**src/design/modred_consts.svh**
```systemverilog
`ifndef MODRED_CONSTS_SVH
`define MODRED_CONSTS_SVH

// Datapath widths
`define OPERAND_BITS 96
`define WORD_BITS    32
`define CHUNK_BITS   6
`define NUM_CHUNKS   16
`define RES_BITS     10
`define SUM_BITS     14

`define MODULUS      997
`define FOLD_CONST   27     // 1024 mod 997

// Wishbone register map
`define ADR_BITS     5

`define REG_OPERAND0 5'h00  // Operand bits 31:0
`define REG_OPERAND1 5'h04  // Operand bits 63:32
`define REG_OPERAND2 5'h08  // Operand bits 95:64
`define REG_CTRL     5'h0C  // Bit 0 starts
`define REG_STATUS   5'h10  // Bit 0 busy, bit 1 done
`define REG_RESULT   5'h14  // Residue in bits 9:0

`endif

```
**src/design/modred_pkg.sv**
```systemverilog
`include "modred_consts.svh"

package modred_pkg;

	typedef logic [`OPERAND_BITS-1:0] operand_t;
	typedef logic [`CHUNK_BITS-1:0]   chunk_t;
	typedef logic [`RES_BITS-1:0]     residue_t;
	typedef logic [`SUM_BITS-1:0]     sum_t;
	typedef residue_t [`NUM_CHUNKS-1:0] residue_bus_t;  // One residue per chunk

	typedef logic [`ADR_BITS-1:0]  wb_adr_t;
	typedef logic [`WORD_BITS-1:0] wb_data_t;

	typedef enum logic [1:0]
	{
		OP_IDLE,
		OP_BUSY,
		OP_DONE
	} op_state_t;

	// Weight of chunk idx is 2^(6*idx) mod 997
	function automatic residue_t chunk_weight(input int idx);
		int w;
		w = 1;
		for (int k = 0; k < idx; k++)
		begin
			w = (w * (1 << `CHUNK_BITS)) % `MODULUS;
		end
		return residue_t'(w);
	endfunction

endpackage

```
**src/design/modred_wb_regs.sv**
```systemverilog
`include "modred_consts.svh"

module modred_wb_regs import modred_pkg::*;
(
	input  logic     clk,
	input  logic     rst_n,
	input  logic     wb_cyc,
	input  logic     wb_stb,
	input  logic     wb_we,
	input  wb_adr_t  wb_adr,
	input  wb_data_t wb_wdata,
	output wb_data_t wb_rdata,
	output logic     wb_ack,
	output operand_t operand,
	output logic     start,
	input  residue_t result,
	input  logic     result_valid
);

	op_state_t state;
	op_state_t state_next;

	wb_data_t  op_word0;
	wb_data_t  op_word1;
	wb_data_t  op_word2;
	residue_t  result_q;
	wb_data_t  rd_data;

	logic      access;
	logic      wr_en;
	logic      start_req;
	logic      start_ok;
	logic      busy;
	logic      done;

	assign access    = wb_cyc && wb_stb && !wb_ack;  // New cycle, ack not yet given
	assign wr_en     = access && wb_we;
	assign start_req = wr_en && (wb_adr == `REG_CTRL) && wb_wdata[0];
	assign start_ok  = start_req && (state != OP_BUSY);  // Ignored while busy

	assign busy = (state == OP_BUSY);
	assign done = (state == OP_DONE);

	assign operand = {op_word2, op_word1, op_word0};

	always_ff @(posedge clk or negedge rst_n)
	begin
		if (!rst_n)
			wb_ack <= 1'b0;
		else
			wb_ack <= access;  // Single cycle
	end

	always_ff @(posedge clk or negedge rst_n)
	begin
		if (!rst_n)
		begin
			op_word0 <= '0;
			op_word1 <= '0;
			op_word2 <= '0;
		end
		else if (wr_en)
		begin
			case (wb_adr)
				`REG_OPERAND0: op_word0 <= wb_wdata;
				`REG_OPERAND1: op_word1 <= wb_wdata;
				`REG_OPERAND2: op_word2 <= wb_wdata;
				default: ;
			endcase
		end
	end

	always_comb
	begin
		rd_data = '0;
		case (wb_adr)
			`REG_OPERAND0: rd_data = op_word0;
			`REG_OPERAND1: rd_data = op_word1;
			`REG_OPERAND2: rd_data = op_word2;
			`REG_STATUS:   rd_data = wb_data_t'({done, busy});
			`REG_RESULT:   rd_data = wb_data_t'(result_q);
			default:       rd_data = '0;  // CTRL and holes read zero
		endcase
	end

	always_ff @(posedge clk or negedge rst_n)
	begin
		if (!rst_n)
			wb_rdata <= '0;
		else if (access && !wb_we)
			wb_rdata <= rd_data;
	end

	always_comb
	begin
		state_next = state;
		case (state)
			OP_BUSY:
			begin
				if (result_valid)
					state_next = OP_DONE;
			end
			default:
			begin
				if (start_req)
					state_next = OP_BUSY;  // Also clears done
			end
		endcase
	end

	always_ff @(posedge clk or negedge rst_n)
	begin
		if (!rst_n)
		begin
			state    <= OP_IDLE;
			start    <= 1'b0;
			result_q <= '0;
		end
		else
		begin
			state <= state_next;
			start <= start_ok;
			if (busy && result_valid)
				result_q <= result;
		end
	end

endmodule

```
**src/design/modred_chunk_residue.sv**
```systemverilog
`include "modred_consts.svh"

module modred_chunk_residue import modred_pkg::*;
(
	input  logic         clk,
	input  logic         rst_n,
	input  operand_t     operand,
	input  logic         start,
	output residue_bus_t residues,
	output logic         res_valid
);

	localparam int PROD_BITS = `CHUNK_BITS + `RES_BITS;

	residue_bus_t res_next;

	genvar i;
	generate
		for (i = 0; i < `NUM_CHUNKS; i++)
		begin : g_chunk
			localparam residue_t WEIGHT = chunk_weight(i);

			chunk_t                 chunk;
			logic [PROD_BITS-1:0]   prod;
			logic [`RES_BITS+1:0]   fold1;
			logic [`RES_BITS:0]     fold2;

			assign chunk = operand[i*`CHUNK_BITS +: `CHUNK_BITS];
			assign prod  = PROD_BITS'(chunk) * PROD_BITS'(WEIGHT);  // At most 62748

			// Bits above 9 are worth 1024, which is 27 mod 997
			assign fold1 = (`RES_BITS+2)'(prod[`RES_BITS-1:0])
				+ (`RES_BITS+2)'(`FOLD_CONST) * (`RES_BITS+2)'(prod[PROD_BITS-1:`RES_BITS]);
			assign fold2 = (`RES_BITS+1)'(fold1[`RES_BITS-1:0])
				+ (`RES_BITS+1)'(`FOLD_CONST) * (`RES_BITS+1)'(fold1[`RES_BITS+1:`RES_BITS]);

			// Below 1105 here, one subtraction is enough
			assign res_next[i] = (fold2 >= (`RES_BITS+1)'(`MODULUS))
				? residue_t'(fold2 - (`RES_BITS+1)'(`MODULUS))
				: residue_t'(fold2);
		end
	endgenerate

	always_ff @(posedge clk or negedge rst_n)
	begin
		if (!rst_n)
			res_valid <= 1'b0;
		else
			res_valid <= start;
	end

	// Operand is sampled here, later register writes do not matter
	always_ff @(posedge clk)
	begin
		if (start)
			residues <= res_next;
	end

endmodule

```
**src/design/modred_sum_fold.sv**
```systemverilog
`include "modred_consts.svh"

module modred_sum_fold import modred_pkg::*;
(
	input  logic         clk,
	input  logic         rst_n,
	input  residue_bus_t residues,
	input  logic         res_valid,
	output residue_t     result,
	output logic         result_valid
);

	localparam int FOLD_BITS = `RES_BITS + 1;

	sum_t                 sum_next;
	sum_t                 sum_q;
	logic                 sum_valid;
	logic [FOLD_BITS-1:0] fold_a;
	logic [FOLD_BITS-1:0] fold_b;
	residue_t             res_final;

	always_comb
	begin
		sum_next = '0;
		for (int k = 0; k < `NUM_CHUNKS; k++)
		begin
			sum_next = sum_next + sum_t'(residues[k]);  // Max 15936
		end
	end

	// Stage two
	always_ff @(posedge clk or negedge rst_n)
	begin
		if (!rst_n)
			sum_valid <= 1'b0;
		else
			sum_valid <= res_valid;
	end

	always_ff @(posedge clk)
	begin
		if (res_valid)
			sum_q <= sum_next;
	end

	// Upper four bits folded back, below 1429
	assign fold_a = FOLD_BITS'(sum_q[`RES_BITS-1:0])
		+ FOLD_BITS'(`FOLD_CONST) * FOLD_BITS'(sum_q[`SUM_BITS-1:`RES_BITS]);

	// Bit 10 folded back, below 1051
	assign fold_b = FOLD_BITS'(fold_a[`RES_BITS-1:0])
		+ (fold_a[`RES_BITS] ? FOLD_BITS'(`FOLD_CONST) : '0);

	assign res_final = (fold_b >= FOLD_BITS'(`MODULUS))
		? residue_t'(fold_b - FOLD_BITS'(`MODULUS))
		: residue_t'(fold_b);

	// Stage three
	always_ff @(posedge clk or negedge rst_n)
	begin
		if (!rst_n)
		begin
			result_valid <= 1'b0;
			result       <= '0;
		end
		else
		begin
			result_valid <= sum_valid;
			if (sum_valid)
				result <= res_final;
		end
	end

endmodule

```
**src/design/modred_top.sv**
```systemverilog
`include "modred_consts.svh"

module modred_top import modred_pkg::*;
(
	input  logic     clk,
	input  logic     rst_n,
	input  logic     wb_cyc,
	input  logic     wb_stb,
	input  logic     wb_we,
	input  wb_adr_t  wb_adr,
	input  wb_data_t wb_wdata,
	output wb_data_t wb_rdata,
	output logic     wb_ack
);

	operand_t     operand;
	logic         start;
	residue_bus_t residues;
	logic         res_valid;
	residue_t     result;
	logic         result_valid;

	modred_wb_regs u_regs
	(
		.clk          (clk),
		.rst_n        (rst_n),
		.wb_cyc       (wb_cyc),
		.wb_stb       (wb_stb),
		.wb_we        (wb_we),
		.wb_adr       (wb_adr),
		.wb_wdata     (wb_wdata),
		.wb_rdata     (wb_rdata),
		.wb_ack       (wb_ack),
		.operand      (operand),
		.start        (start),
		.result       (result),
		.result_valid (result_valid)
	);

	modred_chunk_residue u_chunk
	(
		.clk       (clk),
		.rst_n     (rst_n),
		.operand   (operand),
		.start     (start),
		.residues  (residues),
		.res_valid (res_valid)
	);

	// Sum and final reduction, two cycles
	modred_sum_fold u_fold
	(
		.clk          (clk),
		.rst_n        (rst_n),
		.residues     (residues),
		.res_valid    (res_valid),
		.result       (result),
		.result_valid (result_valid)
	);

endmodule

```
**config.mk**
```make
export PLATFORM = sky130hd
export DESIGN_NAME = modred_top
export DESIGN_NICKNAME = d
export VERILOG_FILES = /design/src/design/modred_pkg.sv /design/src/design/modred_wb_regs.sv /design/src/design/modred_chunk_residue.sv /design/src/design/modred_sum_fold.sv /design/src/design/modred_top.sv
export VERILOG_INCLUDE_DIRS = /design/src /design/src/design
export SDC_FILE = /design/constraint.sdc
export NUM_CORES = 2
export LEC_CHECK = 0
export BUFFER_PORTS_ARGS = -buffer_cell sky130_fd_sc_hd__buf_2
export CAP_MARGIN = 20
export CORE_UTILIZATION = 30
export DETAILED_ROUTE_END_ITERATION = 8
export PLACE_DENSITY = 0.55
export SKIP_LAST_GASP = 1
export SLEW_MARGIN = 20
export SYNTH_ARGS = -nofsm -noshare
export SYNTH_HDL_FRONTEND = slang
export SYNTH_HIERARCHICAL = 1
export SYNTH_SLANG_ARGS = --single-unit
```
**constraint.sdc**
```tcl
create_clock -name clk -period 13 [get_ports clk]
set_input_delay 3.25 -clock clk [delete_from_list [all_inputs] [get_ports clk]]
set_output_delay 3.25 -clock clk [all_outputs]
set_load 0.005 [all_outputs]
```
==> run summary <==
* completed — outcome
* 0 — DRC
* 0.55 ns — Largest stage delay, worst path
* false — RSZ-0062 raised after global routing
* 3 — clk buf depth
* 2.32 ns — fin worst setup slack
* 127 nW/um^2 — power density cells
* 157000 sq um — Die Outline Area
* 13.34 ns — Crit path required time
* 103 — Synth cell types
* 11 — antenna violations before repair
* flip-flop — Worst setup EP type
* 41 — Inserted Clock Buffers
* flip-flop to flip-flop — Crit Path Category
* 11 — buffers and inverters on the worst path
* sky130_fd_sc_hd__inv_1 — critical path's most frequent cell
* 0 — hold violation total from the final report
* 0 — number of max-cap violations
* 32.9% — final cell utilization of the core
* 0 — CTS Hold Bufs
* 0 — Resized cells post-CTS
* 46500 sq um — Syn Std Cell Area
* 6824 — instance count after placement with tap cells included
* 0.0866 mV — Max IR drop VDD
* 5 — Pre-antenna DRT Iters
* 93.6 MHz — Max Clk Rate
* 78 — maximum number of pins on one net before global-route repair
* 4743 — instance count of the mapped netlist
* 6140 — final net count
* 49300 sq um — Placement Cell Area
* 50700 sq um — post-layout instance area
* 111000 microns — total wire length after detailed routing
* 2 — htree depth
* 0.864 — routability congestion estimate
* flip-flop — sort of element at the start of the critical path
* 0.478 ns — Hold Worst Slack
* 396 microns — Die H
* 0 — final setup fails
* 11.02 ns — Data arrival, critical path
* 10.68 ns — min cycle time layout
* 31874 — number of vias in the routed layout
* 6904 — non-filler cells in the finished layout
* 82.1% — Tcrit/Tclk final
* sky130_fd_sc_hd__inv_1 (1068), sky130_fd_sc_hd__ha_1 (848), sky130_fd_sc_hd__fa_1 (427) — cell types with the highest counts after synthesis
* sky130_fd_sc_hd__fa_1 — standard cell with the maximum stage delay on the critical path
* 22.8% — post-synth top area share
* flip-flop to flip-flop — Min-Delay Path Class
* 75 — # IOs
* 8 — crit-path max FO
* sky130_fd_sc_hd__ha_1 — biggest area consumer among synthesized cells
* 4.62 — vias per inst
* 32.5% — normalized max-slew margin
* 0 — remaining number of nets flagged by the antenna check after routing
* 8.97% — area growth from synthesis to layout
* 0.60 ns — clock insertion delay at the later pin of the skew report
* 170 — number of enable flip-flop cells after synthesis
* 325 — FF+latch count, synth
* sky130_fd_sc_hd__ha_1 (23%), sky130_fd_sc_hd__fa_1 (18%), sky130_fd_sc_hd__edfxtp_1 (11%) — most area-consuming cells after synthesis
* 16.0 microns — WL per Instance
* 19.3% — share of synthesized area occupied by flip-flops and latches
* 6 — synth warn
* 0.06 ns — CTS clk-pin slew, worst paths
* 144 — # rows
* 1.01 ns — transition time of the tightest slew-check pin
* sky130_fd_sc_hd__inv_1 — most frequently used cell type in the post-synthesis netlist
* 0.0252 ns — final setup skew
* 74 — number of buffers added on ports
* 0 — number of buffers inserted by post-CTS setup repair
* 14.3% — All-Layer GR Usage
* 92400 microns — placed wire-length estimate after detailed placement
* 9.81 sq um — post-synthesis average cell area
* 0 — global route overflow
* 6.41 mW — Pwr Total
* 1478 — DR iter-0 viols
* 2.33 ns — Post-Place Worst Slack
* 26.3 nW — leakage
* adder cells — cell family contributing the most delay on the critical path
* sky130_fd_sc_hd__clkbuf_16 — cell at the root of the clock tree
* 325 — Sinks on Clock Net
* 396 microns — die width
* 7.70% — layout cells sized above 1
* 0 — total count of max-transition violations in the final report
* 30.2% — effective utilization at floorplan
* 154000 sq um — area of the core region
* 47.7% — proportion of register bits with asynchronous set or reset after synthesis
* 178000 microns — wire length of the first global-routing pass
* sky130_fd_sc_hd__edfxtp_1 — prevailing post-synth register cell
* built — TritonCTS clock tree
* 32598 — vias in the first global route
* 0 ns — sum of negative setup slack
registers in the layout, indices dropped and copies added, names as in the netlist:
| signal | count |
|---|---|
| u_chunk/residues | 156 |
| u_regs/op_word0 | 32 |
| u_regs/op_word1 | 32 |
| u_regs/op_word2 | 32 |
| u_regs/wb_rdata | 32 |
| u_fold/sum_q | 14 |
| u_fold/result | 10 |
| u_regs/result_q | 10 |
| u_regs/state | 2 |
| u_chunk/res_valid | 1 |
| u_fold/result_valid | 1 |
| u_fold/sum_valid | 1 |
| u_regs/start | 1 |
| u_regs/wb_ack | 1 |
final timing paths:
check	cells past startpoint	slack, ns	end	from
setup reg to reg	45	2.32	u_chunk/residues[51]$_DFFE_PP_	u_regs/op_word1[0]$_DFFE_PN0P_
setup / recovery	45	2.32	u_chunk/residues[51]$_DFFE_PP_	u_regs/op_word1[0]$_DFFE_PN0P_
hold / removal	1	0.48	u_regs/wb_ack$_DFF_PN0_	u_regs/wb_ack$_DFF_PN0_
max in group asynchronous	2	8.98	u_regs/op_word2[8]$_DFFE_PN0P_	rst_n
hold reg to reg	1	0.48	u_regs/wb_ack$_DFF_PN0_	u_regs/wb_ack$_DFF_PN0_
min in group asynchronous	1	2.62	u_regs/op_word0[27]$_DFFE_PN0P_	rst_n
placed cells by master (no fill, tap or decap), types with 15 or more instances in the layout:
cell	n
sky130_fd_sc_hd__a21o_1	93
sky130_fd_sc_hd__or2_2	33
sky130_fd_sc_hd__mux2i_1	35
sky130_fd_sc_hd__a211oi_1	15
sky130_fd_sc_hd__nand3b_1	18
sky130_fd_sc_hd__a21boi_0	27
sky130_fd_sc_hd__dfrtp_1	154
sky130_fd_sc_hd__nor3b_1	16
sky130_fd_sc_hd__o21bai_1	55
sky130_fd_sc_hd__a31oi_1	25
sky130_fd_sc_hd__or3_1	22
sky130_fd_sc_hd__nand3_1	48
sky130_fd_sc_hd__nand2_1	134
sky130_fd_sc_hd__mux2_2	135
sky130_fd_sc_hd__a21oi_1	191
sky130_fd_sc_hd__o22ai_1	15
sky130_fd_sc_hd__o21ai_0	180
sky130_fd_sc_hd__o21a_1	22
sky130_fd_sc_hd__clkbuf_16	41
sky130_fd_sc_hd__xnor2_1	249
sky130_fd_sc_hd__nor3_1	35
sky130_fd_sc_hd__nor2b_1	58
sky130_fd_sc_hd__and2_1	18
sky130_fd_sc_hd__o211ai_1	20
sky130_fd_sc_hd__fa_1	427
sky130_fd_sc_hd__inv_1	1068
sky130_fd_sc_hd__a32oi_1	24
sky130_fd_sc_hd__buf_2	73
sky130_fd_sc_hd__ha_1	848
sky130_fd_sc_hd__xor2_1	121
sky130_fd_sc_hd__edfxtp_1	170
sky130_fd_sc_hd__nand2b_1	35
sky130_fd_sc_hd__nor2_1	176
power breakdown:
part	switching, mW	leakage, nW	internal, mW
registers	0.0570	3.67	1.22
logic	2.32	21.9	1.63
clock network	0.500	0.660	0.688
kinds of logic after synthesis:
logic type	count (synthesis)	share of synthesized area, %
xor+xnor	375	7.17
compound gates	794	11.3
buf+inv	1122	9.25
other cells	1	0.00806
simple gates	678	7.72
mux	173	4.09
flops	325	19.3
fa+ha+maj	1275	41.2
routing by layer:
| metal | up-vias | wire length (microns) | GRT usage, % |
|---|---|---|---|
| li1 | 15919 | - | - |
| met1 | 15404 | 53200 | 19.8 |
| met2 | 432 | 50100 | 23.3 |
| met3 | 115 | 5040 | 2.13 |
| met4 | 4 | 2440 | 3.41 |
| met5 | - | 32 | 0 |
area by class of cell:
cell class	count	area, sq um
Fill cell	15839	103000
Antenna cell	4	10.0
Tap cell	2044	2560
Sequential cell	325	8990
Inverter	1069	4010
Clock buffer	49	1060
Multi-Input combinational cell	3299	33300
Timing Repair Buffer	87	477
Clock inverter	27	312
(Power assumes the default switching activity.)
